### config.mk
export PLATFORM = sky130hd
export DESIGN_NAME = issue_dep_check_flat
export DESIGN_NICKNAME = d
export VERILOG_FILES = /design/src/verilog/alu_pkg.sv /design/src/verilog/alu_lane_if.sv /design/src/verilog/issue_dep_check.sv /design/src/flat_wrapper.sv
export SDC_FILE = /design/constraint.sdc
export NUM_CORES = 1
export LEC_CHECK = 0
export BUFFER_PORTS_ARGS = -buffer_cell sky130_fd_sc_hd__buf_4
export CORE_MARGIN = 8
export CORE_UTILIZATION = 30
export DETAILED_ROUTE_END_ITERATION = 6
export GPL_TIMING_DRIVEN = 1
export PLACE_DENSITY = 0.85
export SYNTH_ARGS = -nofsm -noshare
export SYNTH_HDL_FRONTEND = slang
export SYNTH_SLANG_ARGS = --single-unit
export TNS_END_PERCENT = 20
### constraint.sdc
create_clock -name vclk -period 1.8
set_input_delay 0.18 -clock vclk [all_inputs]
set_output_delay 0.18 -clock vclk [all_outputs]
set_load 0.02 [all_outputs]
### src/verilog/alu_pkg.sv
package alu_pkg;

  localparam int NUM_LANES = 3;             // Issue width
  localparam int NUM_REGS  = 32;
  localparam int NUM_LD    = 2;             // Load writeback ports
  localparam int NUM_WR    = NUM_LANES + NUM_LD;

  typedef logic [4:0]  reg_addr_t;
  typedef logic [63:0] reg_data_t;
  typedef logic [2:0]  alu_op_t;
  typedef logic [5:0]  shamt_t;             // Low bits of operand B

  localparam alu_op_t OP_ADD = 3'd0;
  localparam alu_op_t OP_SUB = 3'd1;
  localparam alu_op_t OP_AND = 3'd2;
  localparam alu_op_t OP_OR  = 3'd3;
  localparam alu_op_t OP_XOR = 3'd4;
  localparam alu_op_t OP_SHL = 3'd5;        // Logical left
  localparam alu_op_t OP_SHR = 3'd6;        // Logical right
  localparam alu_op_t OP_SAR = 3'd7;        // Arithmetic right

endpackage
### src/verilog/alu_lane_if.sv
`timescale 1ns/100ps

interface alu_lane_if import alu_pkg::*; ();

  logic      en;                            // Lane holds an operation
  reg_addr_t ra;
  reg_addr_t rb;
  reg_addr_t rt;
  logic      wen;                           // Operation writes rt
  alu_op_t   op;

  modport issuer (
    output en, ra, rb, rt, wen, op
  );

  modport sink (
    input en, ra, rb, rt, wen, op
  );

endinterface

### src/verilog/issue_dep_check.sv
`timescale 1ns/100ps

module issue_dep_check import alu_pkg::*; (
  input  logic                 stall,
  alu_lane_if.sink             lane0,
  alu_lane_if.sink             lane1,
  alu_lane_if.sink             lane2,
  output logic [NUM_LANES-1:0] do_split,
  output logic                 do_stall
);

  logic [NUM_LANES-1:0] en;
  logic [NUM_LANES-1:0] dep;
  logic [NUM_LANES-1:0] blocked;

  // Earlier lane j writes a register that a later lane reads
  function automatic logic hits(input logic j_en, input logic j_wen, input reg_addr_t j_rt,
                                input reg_addr_t k_ra, input reg_addr_t k_rb);
    return j_en && j_wen && (j_rt == k_ra || j_rt == k_rb);
  endfunction

  assign en = {lane2.en, lane1.en, lane0.en};

  assign dep[0] = 1'b0;                     // Oldest lane never waits
  assign dep[1] = hits(lane0.en, lane0.wen, lane0.rt, lane1.ra, lane1.rb);
  assign dep[2] = hits(lane0.en, lane0.wen, lane0.rt, lane2.ra, lane2.rb) |
                  hits(lane1.en, lane1.wen, lane1.rt, lane2.ra, lane2.rb);

  // Once a dependent lane is found every younger lane waits too
  always_comb begin
    blocked[0] = en[0] & dep[0];
    for (int k = 1; k < NUM_LANES; k++) begin
      blocked[k] = blocked[k-1] | (en[k] & dep[k]);
    end
  end

  assign do_split = en & ~blocked & {NUM_LANES{~stall}};
  assign do_stall = stall | (|(en & ~do_split));

endmodule

### src/flat_wrapper.sv
// flat-port wrapper written by rule: the top's interface ports become plain ports
module issue_dep_check_flat import alu_pkg::*;
  (stall, do_split, do_stall, lane0_en, lane0_ra, lane0_rb, lane0_rt, lane0_wen, lane0_op, lane1_en, lane1_ra, lane1_rb, lane1_rt, lane1_wen, lane1_op, lane2_en, lane2_ra, lane2_rb, lane2_rt, lane2_wen, lane2_op);
  alu_lane_if lane0_i ();
  alu_lane_if lane1_i ();
  alu_lane_if lane2_i ();
  input  logic stall;
  output logic [NUM_LANES-1:0] do_split;
  output logic do_stall;
  input wire logic [$bits(lane0_i.en)-1:0] lane0_en;
  input wire logic [$bits(lane0_i.ra)-1:0] lane0_ra;
  input wire logic [$bits(lane0_i.rb)-1:0] lane0_rb;
  input wire logic [$bits(lane0_i.rt)-1:0] lane0_rt;
  input wire logic [$bits(lane0_i.wen)-1:0] lane0_wen;
  input wire logic [$bits(lane0_i.op)-1:0] lane0_op;
  input wire logic [$bits(lane1_i.en)-1:0] lane1_en;
  input wire logic [$bits(lane1_i.ra)-1:0] lane1_ra;
  input wire logic [$bits(lane1_i.rb)-1:0] lane1_rb;
  input wire logic [$bits(lane1_i.rt)-1:0] lane1_rt;
  input wire logic [$bits(lane1_i.wen)-1:0] lane1_wen;
  input wire logic [$bits(lane1_i.op)-1:0] lane1_op;
  input wire logic [$bits(lane2_i.en)-1:0] lane2_en;
  input wire logic [$bits(lane2_i.ra)-1:0] lane2_ra;
  input wire logic [$bits(lane2_i.rb)-1:0] lane2_rb;
  input wire logic [$bits(lane2_i.rt)-1:0] lane2_rt;
  input wire logic [$bits(lane2_i.wen)-1:0] lane2_wen;
  input wire logic [$bits(lane2_i.op)-1:0] lane2_op;
  assign lane0_i.en = lane0_en;
  assign lane0_i.ra = lane0_ra;
  assign lane0_i.rb = lane0_rb;
  assign lane0_i.rt = lane0_rt;
  assign lane0_i.wen = lane0_wen;
  assign lane0_i.op = lane0_op;
  assign lane1_i.en = lane1_en;
  assign lane1_i.ra = lane1_ra;
  assign lane1_i.rb = lane1_rb;
  assign lane1_i.rt = lane1_rt;
  assign lane1_i.wen = lane1_wen;
  assign lane1_i.op = lane1_op;
  assign lane2_i.en = lane2_en;
  assign lane2_i.ra = lane2_ra;
  assign lane2_i.rb = lane2_rb;
  assign lane2_i.rt = lane2_rt;
  assign lane2_i.wen = lane2_wen;
  assign lane2_i.op = lane2_op;
  issue_dep_check u_core (.stall(stall), .lane0(lane0_i), .lane1(lane1_i), .lane2(lane2_i), .do_split(do_split), .do_stall(do_stall));
endmodule
Word-level counts from Yosys, hierarchy flattened
Index checks and enable logic that the tools add are counted.
{"block": "totals", "out_inout_bits": 4, "ramBits": 0, "input_bits": 61, "word_cells": 26, "romBits": 0, "mem_count": 0, "latch_bits": 0, "register_bits": 0}
{"block": "op_classes", "n_div": 0, "n_lt_le_gt_ge": 0, "eq_ne": 6, "n_reduce_logical": 9, "shifts": 0, "n_mux": 0, "add_sub_neg": 0, "mul": 0, "n_bitwise": 11}
{"cell": "$eq A5 B5 Y1", "count": 6}
{"cell": "$and A3 B3 Y3", "count": 3}
{"cell": "$not A3 Y3", "count": 2}
{"cell": "$logic_and A1 B1 Y1", "count": 5}
{"cell": "$logic_or A1 B1 Y1", "count": 3}
{"cell": "$or A1 B1 Y1", "count": 3}
{"cell": "$reduce_or A3 Y1", "count": 1}
{"cell": "$and A1 B1 Y1", "count": 2}
{"cell": "$not A1 Y1", "count": 1}

Longest topological paths before layout
{"block": "depth", "ltp_word": 13, "depth_mapped": 5, "mapped_depth_nobuf": 5}

Least setup slack after synthesis
Ideal clock, no wire load.
{"block": "synth_timing", "kind": "input to output", "start": "input lane0_rt[4]", "end": "output do_stall", "n_path_buf": 0, "required_time_ps": 1620, "arrival_ps": 1174, "cell_stages": 4, "setup_slack_ps": 446, "path_cell_list": "xor2_1 > nor4_1 > a211oi_1 > o21ai_0"}
{"block": "synth_via", "elab_chain_cells": 13, "elab_cells_between_ends": 19, "classes_between": "4 x eq/ne; 10 x bitwise; 5 x reduce/logical"}
{"element": "start, declared", "line_no": "flat_wrapper.sv:13", "text": "input wire logic [$bits(lane0_i.rt)-1:0] lane0_rt;"}
{"element": "$eq A5 B5 Y1", "line_no": "issue_dep_check.sv:19", "text": "return j_en && j_wen && (j_rt == k_ra || j_rt == k_rb);"}
{"element": "$logic_or A1 B1 Y1", "line_no": "issue_dep_check.sv:19"}
{"element": "$logic_and A1 B1 Y1", "line_no": "issue_dep_check.sv:19"}
{"element": "$or A1 B1 Y1", "line_no": "issue_dep_check.sv:26", "text": "assign dep[2] = hits(lane0.en, lane0.wen, lane0.rt, lane2.ra, lane2.rb) |"}
{"element": "$and A1 B1 Y1", "line_no": "issue_dep_check.sv:33", "text": "blocked[k] = blocked[k-1] | (en[k] & dep[k]);"}
{"element": "$or A1 B1 Y1", "line_no": "issue_dep_check.sv:33"}
{"element": "$not A3 Y3 (*)", "line_no": "issue_dep_check.sv:37", "text": "assign do_split = en & ~blocked & {NUM_LANES{~stall}};"}
{"element": "$and A3 B3 Y3 (*) (2 in series)", "line_no": "issue_dep_check.sv:37"}
{"element": "$not A3 Y3 (*)", "line_no": "issue_dep_check.sv:38", "text": "assign do_stall = stall | (|(en & ~do_split));"}
{"element": "$and A3 B3 Y3 (*)", "line_no": "issue_dep_check.sv:38"}
{"element": "$reduce_or A3 Y1 (*)", "line_no": "issue_dep_check.sv:38"}
{"element": "$or A1 B1 Y1 (*)", "line_no": "issue_dep_check.sv:38"}
{"element": "end, declared", "line_no": "flat_wrapper.sv:9", "text": "output logic do_stall;"}
Mark *: on every way between the ends. The rest lies on a longest branch, timed or not.

Worst setup path in the final report
{"block": "layout_timing", "start": "input lane0_rt[1]", "end": "output do_split[2]"}
{"block": "layout_via", "elab_chain_cells": 9, "elab_cells_between_ends": 15, "classes_between": "4 x eq/ne; 7 x bitwise; 4 x reduce/logical"}
{"element": "$eq A5 B5 Y1", "line_no": "issue_dep_check.sv:19"}
{"element": "$logic_or A1 B1 Y1", "line_no": "issue_dep_check.sv:19"}
{"element": "$logic_and A1 B1 Y1", "line_no": "issue_dep_check.sv:19"}
{"element": "$or A1 B1 Y1", "line_no": "issue_dep_check.sv:26"}
{"element": "$and A1 B1 Y1", "line_no": "issue_dep_check.sv:33"}
{"element": "$or A1 B1 Y1 (*)", "line_no": "issue_dep_check.sv:33"}
{"element": "$not A3 Y3 (*)", "line_no": "issue_dep_check.sv:37"}
{"element": "$and A3 B3 Y3 (*) (2 in series)", "line_no": "issue_dep_check.sv:37"}
{"element": "end, declared", "line_no": "flat_wrapper.sv:8", "text": "output logic [NUM_LANES-1:0] do_split;"}
Marked as above.

==> results.yml <==
sta:
  setup_tns_ns: 0
  tightest_slew_ns: 0.291
  relSlewSlack: 0.806
  fin_crit_sh: 0.842
  finalSetupViolCount: 0
  rsz0062_at_grt: "false"
  finalMaxSlewViolations: 0
  fin_crit_ns: 1.52
  fmaxAchievable_mhz: 659
  hold_viol: 0
route:
  wl_per_cell_um: 13.6
  drt_first_iter_violations: 2
  dr_total_vias: 511
  drc: 0
  via_per_inst: 4.78
  drt_pass1_iterations: 7
  drt-total-wl_mm: 1.46
  detail-route-antenna-nets: 0
logic_synthesis:
  synth_area_um2: 409
  ys_warn_count: 0
  synth_cell_types: 18
  syn_nets: 113
  syn-instance-count: 52
  yosysMostFrequentCell: "xnor2_1"
  synth_area_leaders: "xnor2_1, xor2_1, nand4_1, a41oi_2, o32ai_2"
  yosysSeqAreaShare: 0
  synth_common_cells: "xnor2_1, xor2_1, nand3_1, nand4_1"
  synth.top_cell.area_share: 0.471
  yosysTopAreaCell: "xnor2_1"
  avgSynthCellArea_um2: 7.87
finish:
  area_growth_pct: 78.0
  postLayoutCoreUtil: 0.567
  clkbuf_count: 0
  diodes: 0
  seq_cell_count: 0
  drive_gt1_frac: 0.467
  fin_nets: 155
  regArea_um2: 0
setup_path:
  critical-path-top-delay-family: "compound AO/OA/AOI/OAI gates"
  worstPathArrival_ns: 1.34
  worstSetupEndpointType: "output port"
  crit_end: "do_split[2]"
  cpMaxStageDelayCell: "o32ai_2"
  cp.required_ns: 1.62
  cpMostUsedCell: "buf_4"
  critPathLaunch: "lane0_rt[1]"
  critPathLaunchType: "input port"
  critical_path_class: "input port to output port"
  crit_buf_inv: 2
  worstPathMaxFanout: 4
  cp_slowest_stage_delay_ns: 0.28
  crit_chain: "buf_4, xnor2_1, nand3_1, o32ai_2, a41oi_2, and3_1, buf_4"
  path_depth: 7
power:
  power.leakage_nw: 0.312
  ir_worst_vdd_mv: 0.102
  p_per_area_mw_per_mm2: 252
  p_total_mw: 0.183
floorplanning:
  fp.dieH_um: 52.9
  die_w_um: 52.9
  die_area_mm2: 0.00280
  num_io_pins: 65
  coreArea_mm2: 0.00128
  rows: 13
  initial_core_util: 0.318
flow_run:
  cap_viol_max_count: 0
cts:
  postCtsHoldBufs: 0
  post_cts_buffers: 0
  cts-resized-gates: 0
outcome:
  status: "finished clean"
global_route:
  grt_pass1_wl_mm: 2.05
  antenna_found_initial: 0
  busiest_layer: "met2"
  track_usage: 0.0893
  use_met2: 0.166
  grt_pass1_vias: 510
  grt-ovfl-total: 0
  met1_usage: 0.101
  use_met3: 0.0280
  grt_max_degree: 5
placement:
  gp_routability_congestion: 0.824
  hpwlAfterDp_mm: 1.35
  port_buffers: 40
min_path:
  hold_start: "stall"
  min-delay-path-class: "input port to output port"
==> per-stage QoR <==
stage | std cells | hold WS [ns] | setup slack [ns] | area (um^2)
final | 107 | 0.647 | 0.284 | 728
after global routing | 107 | 0.666 | 0.193 | 728
after CTS | 107 | 0.649 | 0.272 | 728
after detailed placement | 107 | 0.649 | 0.272 | 728
after global placement | 107 | 0.640 | 0.277 | 728
after floorplan | 52 | 0.438 | 0.446 | 409
==> cells in the final DEF (no fill, tap or decap) <==
cell      netlist  final
nor2_1          1      1
nor3_1          1      1
o22ai_1         1      1
and3_1          1      1
nand3_1         3      3
a311oi_1        1      1
a41oi_2         1      1
o21ai_0         1      1
nor2b_1         1      1
nor4_1          1      1
buf_4           0     40
nand4_1         3      3
a211oi_1        1      1
inv_1           2      2
nand3_2         1      1
xnor2_1        22     22
xor2_1          8      8
o32ai_2         1      1
nand2_1         2      2
==> cell families after synthesis <==
family / Yosys count / share of synthesized area
compound gates: 6 / 0.147
xor+xnor: 30 / 0.642
buf+inv: 2 / 0.0184
simple gates: 14 / 0.193
==> worst min path at each step <==
stage             endpoint  slack (ns)  cells past startpoint
6_report       do_split[0]        0.65                      3
5_1_grt        do_split[0]        0.67                      3
4_1_cts        do_split[0]        0.65                      3
3_5_place_dp   do_split[0]        0.65                      3
3_3_place_gp   do_split[0]        0.64                      3
2_1_floorplan  do_split[0]        0.44                      1
==> power breakdown <==
part	leakage, nW	internal [mW]	switching (mW)
registers	0	0	0
logic	0.312	0.107	0.0763
clock network	0	0	0
==> metal layers <==
metal | vias to the layer above | wire length [um]
met5 | - | 0
met4 | 0 | 0
met3 | 0 | 141
met2 | 21 | 761
met1 | 228 | 556
li1 | 262 | -
==> cell type report <==
cell class / count / area, um^2
inverter: 2 / 7.51
fill: 122 / 557
multi-input combinational: 50 / 402
timing repair buffer: 40 / 300
tap: 15 / 18.8
(Power assumes the default switching activity.)
