File: config.mk
export PLATFORM = sky130hd
export DESIGN_NAME = operand_bypass_flat
export DESIGN_NICKNAME = d
export VERILOG_FILES = /design/src/verilog/alu_pkg.sv /design/src/verilog/alu_lane_if.sv /design/src/verilog/operand_bypass.sv /design/src/flat_wrapper.sv
export SDC_FILE = /design/constraint.sdc
export NUM_CORES = 2
export LEC_CHECK = 0
export ABC_AREA = 1
export BUFFER_PORTS_ARGS = -buffer_cell sky130_fd_sc_hd__buf_4
export CORE_AREA = 2 2 471 473
export CTS_BUF_LIST = sky130_fd_sc_hd__clkbuf_2 sky130_fd_sc_hd__clkbuf_4 sky130_fd_sc_hd__clkbuf_8
export CTS_CLUSTER_SIZE = 20
export DETAILED_ROUTE_END_ITERATION = 12
export DIE_AREA = 0 0 473 475
export PLACE_DENSITY = 0.41
export SLEW_MARGIN = 25
export SYNTH_ARGS = -nofsm -noshare
export SYNTH_HDL_FRONTEND = slang
export SYNTH_SLANG_ARGS = --single-unit
File: constraint.sdc
create_clock -name clk -period 1.6 [get_ports clk]
set_clock_uncertainty 0.1 [all_clocks]
set_input_delay 0.16 -clock clk [delete_from_list [all_inputs] [get_ports clk]]
set_output_delay 0.16 -clock clk [all_outputs]
set_load 0.01 [all_outputs]
File: src/verilog/alu_pkg.sv
package alu_pkg;

  localparam int NUM_LANES = 3;             // Issue width
  localparam int NUM_REGS  = 32;
  localparam int NUM_LD    = 2;             // Load writeback ports
  localparam int NUM_WR    = NUM_LANES + NUM_LD;

  typedef logic [4:0]  reg_addr_t;
  typedef logic [63:0] reg_data_t;
  typedef logic [2:0]  alu_op_t;
  typedef logic [5:0]  shamt_t;             // Low bits of operand B

  localparam alu_op_t OP_ADD = 3'd0;
  localparam alu_op_t OP_SUB = 3'd1;
  localparam alu_op_t OP_AND = 3'd2;
  localparam alu_op_t OP_OR  = 3'd3;
  localparam alu_op_t OP_XOR = 3'd4;
  localparam alu_op_t OP_SHL = 3'd5;        // Logical left
  localparam alu_op_t OP_SHR = 3'd6;        // Logical right
  localparam alu_op_t OP_SAR = 3'd7;        // Arithmetic right

endpackage
File: src/verilog/alu_lane_if.sv
`timescale 1ns/100ps

interface alu_lane_if import alu_pkg::*; ();

  logic      en;                            // Lane holds an operation
  reg_addr_t ra;
  reg_addr_t rb;
  reg_addr_t rt;
  logic      wen;                           // Operation writes rt
  alu_op_t   op;

  modport issuer (
    output en, ra, rb, rt, wen, op
  );

  modport sink (
    input en, ra, rb, rt, wen, op
  );

endinterface

File: src/verilog/operand_bypass.sv
`timescale 1ns/100ps

module operand_bypass import alu_pkg::*; (
  input  logic                 clk,
  input  logic                 rst_n,
  input  logic                 stall,
  input  logic [NUM_LANES-1:0] do_split,
  alu_lane_if.sink             lane0,
  alu_lane_if.sink             lane1,
  alu_lane_if.sink             lane2,
  output reg_addr_t            rd_addr_a [NUM_LANES],
  output reg_addr_t            rd_addr_b [NUM_LANES],
  input  reg_data_t            rd_data_a [NUM_LANES],
  input  reg_data_t            rd_data_b [NUM_LANES],
  input  logic [NUM_LANES-1:0] res_valid,
  input  reg_addr_t            res_rt    [NUM_LANES],
  input  reg_data_t            res_data  [NUM_LANES],
  input  reg_addr_t            ld0_rt,
  input  reg_data_t            ld0_data,
  input  logic                 ld0_wen,
  input  reg_addr_t            ld1_rt,
  input  reg_data_t            ld1_data,
  input  logic                 ld1_wen,
  output reg_data_t            opa       [NUM_LANES],
  output reg_data_t            opb       [NUM_LANES]
);

  reg_addr_t lane_ra [NUM_LANES];
  reg_addr_t lane_rb [NUM_LANES];

  assign lane_ra = '{lane0.ra, lane1.ra, lane2.ra};
  assign lane_rb = '{lane0.rb, lane1.rb, lane2.rb};

  // S1 source addresses double as the regfile read addresses
  always_ff @(posedge clk or negedge rst_n) begin
    if (!rst_n) begin
      for (int k = 0; k < NUM_LANES; k++) begin
        rd_addr_a[k] <= '0;
        rd_addr_b[k] <= '0;
      end
    end else if (!stall) begin
      for (int k = 0; k < NUM_LANES; k++) begin
        if (do_split[k]) begin
          rd_addr_a[k] <= lane_ra[k];
          rd_addr_b[k] <= lane_rb[k];
        end
      end
    end
  end

  // Later assignments win, so the newest source is applied last
  function automatic reg_data_t forward(input reg_addr_t addr, input reg_data_t rf_val);
    reg_data_t val;
    val = rf_val;
    if (ld0_wen && ld0_rt == addr) val = ld0_data;
    if (ld1_wen && ld1_rt == addr) val = ld1_data;
    for (int j = 0; j < NUM_LANES; j++) begin
      if (res_valid[j] && res_rt[j] == addr) val = res_data[j];  // Highest lane last
    end
    return val;
  endfunction

  always_comb begin
    for (int k = 0; k < NUM_LANES; k++) begin
      opa[k] = forward(rd_addr_a[k], rd_data_a[k]);
      opb[k] = forward(rd_addr_b[k], rd_data_b[k]);
    end
  end

endmodule

File: src/flat_wrapper.sv
// flat-port wrapper written by rule: the top's interface ports become plain ports
module operand_bypass_flat import alu_pkg::*;
  (clk, rst_n, stall, do_split, rd_addr_a, rd_addr_b, rd_data_a, rd_data_b, res_valid, res_rt, res_data, ld0_rt, ld0_data, ld0_wen, ld1_rt, ld1_data, ld1_wen, opa, opb, lane0_en, lane0_ra, lane0_rb, lane0_rt, lane0_wen, lane0_op, lane1_en, lane1_ra, lane1_rb, lane1_rt, lane1_wen, lane1_op, lane2_en, lane2_ra, lane2_rb, lane2_rt, lane2_wen, lane2_op);
  alu_lane_if lane0_i ();
  alu_lane_if lane1_i ();
  alu_lane_if lane2_i ();
  input  logic clk;
  input  logic rst_n;
  input  logic stall;
  input  logic [NUM_LANES-1:0] do_split;
  output reg_addr_t rd_addr_a[NUM_LANES];
  output reg_addr_t rd_addr_b[NUM_LANES];
  input  reg_data_t rd_data_a[NUM_LANES];
  input  reg_data_t rd_data_b[NUM_LANES];
  input  logic [NUM_LANES-1:0] res_valid;
  input  reg_addr_t res_rt[NUM_LANES];
  input  reg_data_t res_data[NUM_LANES];
  input  reg_addr_t ld0_rt;
  input  reg_data_t ld0_data;
  input  logic ld0_wen;
  input  reg_addr_t ld1_rt;
  input  reg_data_t ld1_data;
  input  logic ld1_wen;
  output reg_data_t opa[NUM_LANES];
  output reg_data_t opb[NUM_LANES];
  input wire logic [$bits(lane0_i.en)-1:0] lane0_en;
  input wire logic [$bits(lane0_i.ra)-1:0] lane0_ra;
  input wire logic [$bits(lane0_i.rb)-1:0] lane0_rb;
  input wire logic [$bits(lane0_i.rt)-1:0] lane0_rt;
  input wire logic [$bits(lane0_i.wen)-1:0] lane0_wen;
  input wire logic [$bits(lane0_i.op)-1:0] lane0_op;
  input wire logic [$bits(lane1_i.en)-1:0] lane1_en;
  input wire logic [$bits(lane1_i.ra)-1:0] lane1_ra;
  input wire logic [$bits(lane1_i.rb)-1:0] lane1_rb;
  input wire logic [$bits(lane1_i.rt)-1:0] lane1_rt;
  input wire logic [$bits(lane1_i.wen)-1:0] lane1_wen;
  input wire logic [$bits(lane1_i.op)-1:0] lane1_op;
  input wire logic [$bits(lane2_i.en)-1:0] lane2_en;
  input wire logic [$bits(lane2_i.ra)-1:0] lane2_ra;
  input wire logic [$bits(lane2_i.rb)-1:0] lane2_rb;
  input wire logic [$bits(lane2_i.rt)-1:0] lane2_rt;
  input wire logic [$bits(lane2_i.wen)-1:0] lane2_wen;
  input wire logic [$bits(lane2_i.op)-1:0] lane2_op;
  assign lane0_i.en = lane0_en;
  assign lane0_i.ra = lane0_ra;
  assign lane0_i.rb = lane0_rb;
  assign lane0_i.rt = lane0_rt;
  assign lane0_i.wen = lane0_wen;
  assign lane0_i.op = lane0_op;
  assign lane1_i.en = lane1_en;
  assign lane1_i.ra = lane1_ra;
  assign lane1_i.rb = lane1_rb;
  assign lane1_i.rt = lane1_rt;
  assign lane1_i.wen = lane1_wen;
  assign lane1_i.op = lane1_op;
  assign lane2_i.en = lane2_en;
  assign lane2_i.ra = lane2_ra;
  assign lane2_i.rb = lane2_rb;
  assign lane2_i.rt = lane2_rt;
  assign lane2_i.wen = lane2_wen;
  assign lane2_i.op = lane2_op;
  operand_bypass u_core (.clk(clk), .rst_n(rst_n), .stall(stall), .do_split(do_split), .lane0(lane0_i), .lane1(lane1_i), .lane2(lane2_i), .rd_addr_a(rd_addr_a), .rd_addr_b(rd_addr_b), .rd_data_a(rd_data_a), .rd_data_b(rd_data_b), .res_valid(res_valid), .res_rt(res_rt), .res_data(res_data), .ld0_rt(ld0_rt), .ld0_data(ld0_data), .ld0_wen(ld0_wen), .ld1_rt(ld1_rt), .ld1_data(ld1_data), .ld1_wen(ld1_wen), .opa(opa), .opb(opb));
endmodule
* Word-level counts from Yosys, hierarchy flattened *
Index checks and enable logic that the tools add are counted.

cells by class
  multiply operators = 0
  $add $sub $neg = 0
  shift-type cells = 0
  reductions and logical operators = 33
  bitwise gates (word level) = 1
  div/mod/pow operators = 0
  eq/ne operators = 30
  $lt $le $gt $ge = 0
  mux-type cells = 30

operators with widths
  cell               count
  $mux 64            30
  $eq 5x5->1         30
  $logic_and 1x1->1  30
  $reduce_and 2->1   3
  $not 1->1          1

word-level totals
  memory bits (writable) = 0
  output and inout port bits = 414
  memory bits (read-only) = 0
  bits in latches = 0
  input bits = 800
  memories = 0
  register bits after elaboration = 30
  logic and storage cells = 100

* Longest topological paths before layout *
  word-level depth = 7
  gate-level depth with buffers = 14
  depth with buffers taken out = 11

* Worst setup path after synthesis *
OpenSTA, ideal clock, no wires.

  path type = register -> output
  start point = reg u_core.rd_addr_b[8] (netlist bit)
  end point = out opb[107] (netlist bit)
  stages on the path, launching flop included = 10
  buffers on the path = 2
  required time = 1340 ps
  data arrival time = 1601 ps
  path slack = -261 ps
  cell sequence = dfrtp_1 -> inv_1 -> nand2_1 -> a21oi_1 -> nand2_1 -> nor3_2 -> buf_4 -> clkbuf_1 -> nand2_1 -> nand2_1

RTL lines
  element                            RTL line              source
  from (decl)                        operand_bypass.sv:12  output reg_addr_t rd_addr_b [NUM_LANES],
  from (signal, indexed assignment)  operand_bypass.sv:45  rd_addr_b[k] <= lane_rb[k];
  to (decl)                          flat_wrapper.sv:25    output reg_data_t opb[NUM_LANES];

==> results_dict.tcl <==
set metrics [dict create \
    cts_tree "built" \
    mostFrequentLayoutCells "2264 x nand2_1, 1657 x buf_4, 1563 x nor2_1, 647 x nand3_1, 435 x a21oi_1" \
    insertion_delay_ns 0.31 \
    ys_seq_area_frac 0.0280 \
    place_congestion 0.999 \
    num_vias 51200 \
    hp-class "in -> reg" \
    clockBufferDepth 2 \
    critPathLaunchType "flop" \
    violations "negative setup slack" \
    drt_iter0_drc 6562 \
    port-buffer-count 1183 \
    finalWorstSetupSlack_ns -1.31 \
    crit_type "reg -> out" \
    grt_usage 0.282 \
    synth_seq_cells 30 \
    start_util 0.122 \
    max_freq_ghz 0.343 \
    clock-root-buffer "clkbuf_8" \
    antenna_found_initial 122 \
    area_growth_pct 83.6 \
    ir_worst_vdd_mv 0.312 \
    min_period_over_period 1.82 \
    final_common_cell "nand2_1" \
    synthSimpleGateAreaFrac 0.748 \
    post_drt_wl_per_cell_um 32.5 \
    gr-total-overflow 0 \
    power.leakage_uw 0.0252 \
    routed_via_density 4.83 \
    period_needed_ns 2.91 \
    die_x_um 473 \
    synth_compound_area_frac 0.0903 \
    crit_family "buffers and inverters" \
    run_status "finished with violations" \
    drive_above_1_share 0.343 \
    slew_violations 0 \
    crit_fanout 23 \
    final_core_util 0.225 \
    final_antenna_net_count 0 \
    cp_slowest_cell "dfrtp_1" \
    setup_viol 384 \
    grt_pass1_wl_um 435000 \
    arrival_ns 2.65 \
    synthCells 6084 \
    drv_cap 0 \
    synth-adder-area-share 0 \
    hold_violations 0 \
    grt_pass1_vias 48000 \
    end_kind "output port" \
    worstSetupStartpoint "u_core.rd_addr_b[13]$_DFFE_PN0P_" \
    cp.buffers_inverters 6 \
    yosysWarnings 0 \
    slew_headroom 0.652 \
    pre_cts_ws_ns -1.11 \
    worst_pin_slew_ns 0.522 \
    nets 8452 \
    fillerInstances 25300 \
    avgSynthCellArea_um2 4.41 \
    drc 0 \
    netlist_area_um2 26800 \
    dieArea_um2 225000 \
    hp-start "lane0_ra[0]" \
    cts_buffers 5 \
    ff2ff_setup_slack_ns 0.26 \
    synth_mux_area_frac 0 \
    num_rows 172 \
    cts.sinks 30 \
    syn-num-nets 6884 \
    htreeDepth 2 \
    critPathMaxStageDelay_ns 0.43 \
    coreArea_um2 219000 \
    grt_max_degree 55 \
    dp_hpwl_um 261000 \
    cp.required_ns 1.34 \
    path_cells "inv_4 -> a21oi_1 -> nand4_1 -> nor2_4 -> buf_12 -> inv_4 -> buf_12 -> buf_4 -> nor2_1 -> nor2_1 -> nand2_1 -> nand2_2 -> buf_4" \
    dr.pass1.iters 9 \
    r2r_start "u_core.rd_addr_a[5]$_DFFE_PN0P_" \
    rsz0062_at_grt "yes" \
    synth_xor_xnor_area_share 0.00849 \
    die-height_um 475 \
    ios 1214 \
    p_per_area_nw_per_um2 456 \
    clkTransAtPathRegs_ns 0.09 \
    wl_um 344000 \
    synth_top_family_by_area "simple AND/OR/NAND/NOR gates" \
    synth.distinct_cells 31 \
    hold_ws_ns 0.00247 \
]
-- layout make-up --
class / instances / area, um2 / share of cell area
sequential: 30 / 774 / 0.0157
clock buffer: 7 / 90.1 / 0.00183
timing repair buffer: 2024 / 19500 / 0.396
tap: 2871 / 3590 / 0.0729
multi-input combinational: 5517 / 24700 / 0.502
clock inverter: 1 / 5.00 / 0.000102
inverter: 74 / 334 / 0.00678
antenna: 76 / 190 / 0.00386
-- synthesized netlist by cell type --
cell,n,share of area
nand3_2,5,0.0019
nand2_2,1,0.00023
nand3_4,5,0.0033
o22ai_1,12,0.0028
buf_8,1,0.00056
xor2_1,2,0.00065
inv_2,31,0.0043
nor3_1,2,0.00037
clkbuf_8,8,0.0041
nor2_1,1625,0.23
nand2_1,2556,0.36
clkbuf_1,34,0.0048
a21oi_1,442,0.082
nor2_4,10,0.0042
xnor2_1,24,0.0078
buf_4,41,0.011
buf_6,101,0.042
a21oi_2,1,0.00033
nand4_1,18,0.0042
o2111ai_1,4,0.0013
nor3_2,4,0.0015
buf_2,268,0.050
nand3_1,784,0.15
clkbuf_4,2,0.00056
nor2_2,4,0.00093
o21ai_1,8,0.0015
buf_1,7,0.00098
o21ai_0,10,0.0019
inv_1,43,0.0060
clkbuf_2,1,0.00019
dfrtp_1,30,0.028
-- layer usage --
| metal | up-vias | track usage | share of wire |
|---|---|---|---|
| met2 | 3515 | 0.441 | 0.43 |
| met5 | - | 0 | 0.00076 |
| met4 | 42 | 0.177 | 0.070 |
| li1 | 22400 | - | - |
| met1 | 24400 | 0.352 | 0.40 |
| met3 | 764 | 0.0591 | 0.092 |
-- per-stage QoR --
step	instance area, um2	TNS, ns	total power (uW)	cells
2_1_floorplan	28000	-74.48	8300	6084
3_3_place_gp	44900	-351.16	19900	10400
3_5_place_dp	44900	-343.95	19900	10400
4_1_cts	47600	-422.54	21700	10500
5_1_grt	49200	-468.63	23400	10600
6_report	49200	-437.57	22500	10600
-- worst paths after layout --
kind	cells past startpoint	endpoint
worst max register to register	5	u_core.rd_addr_a[5]$_DFFE_PN0P_
max in group asynchronous	2	u_core.rd_addr_b[11]$_DFFE_PN0P_
worst min-delay path	3	u_core.rd_addr_a[10]$_DFFE_PN0P_
worst min register to register	2	u_core.rd_addr_a[3]$_DFFE_PN0P_
min in group asynchronous	2	u_core.rd_addr_a[3]$_DFFE_PN0P_
worst max-delay path	13	opb[171]
-- state kept, by name, summed over array words and instances, names as in the netlist --
signal,flops
u_core.rd_addr_a,15
u_core.rd_addr_b,15
-- report_power, final --
group          switching [uW]  total (uW)  internal (uW)  leakage (uW)
clock                     402         768            366     0.0000521
sequential                178        1040            864      0.000311
combinational           12600       20700           8100        0.0249
-- cell families after synthesis --
logic type                count (synthesis)
and+or+nand+nor                        5014
buffers and inverters                   537
AOI/OAI and AO/OA                       477
DFF                                      30
xor gates and xnor gates                 26
-- repair_timing --
item / CTS / global route
gates cloned: 31 / 17
endpoints found under the hold margin: 33 / 0
hold buffers: 4 / 0
setup endpoints to repair: 384 / 384
setup buffers: 61 / 35
resized for setup: 262 / 203
pin swaps: 70 / 58
-- worst reg2reg max path, delay by kind of cell (launching register included) --
family / cells / cell delay (ns)
buffers and inverters: 4 / 0.62
DFF: 1 / 0.43
AOI/OAI and AO/OA: 1 / 0.11
Note: power is estimated with default switching activity, not from simulation.
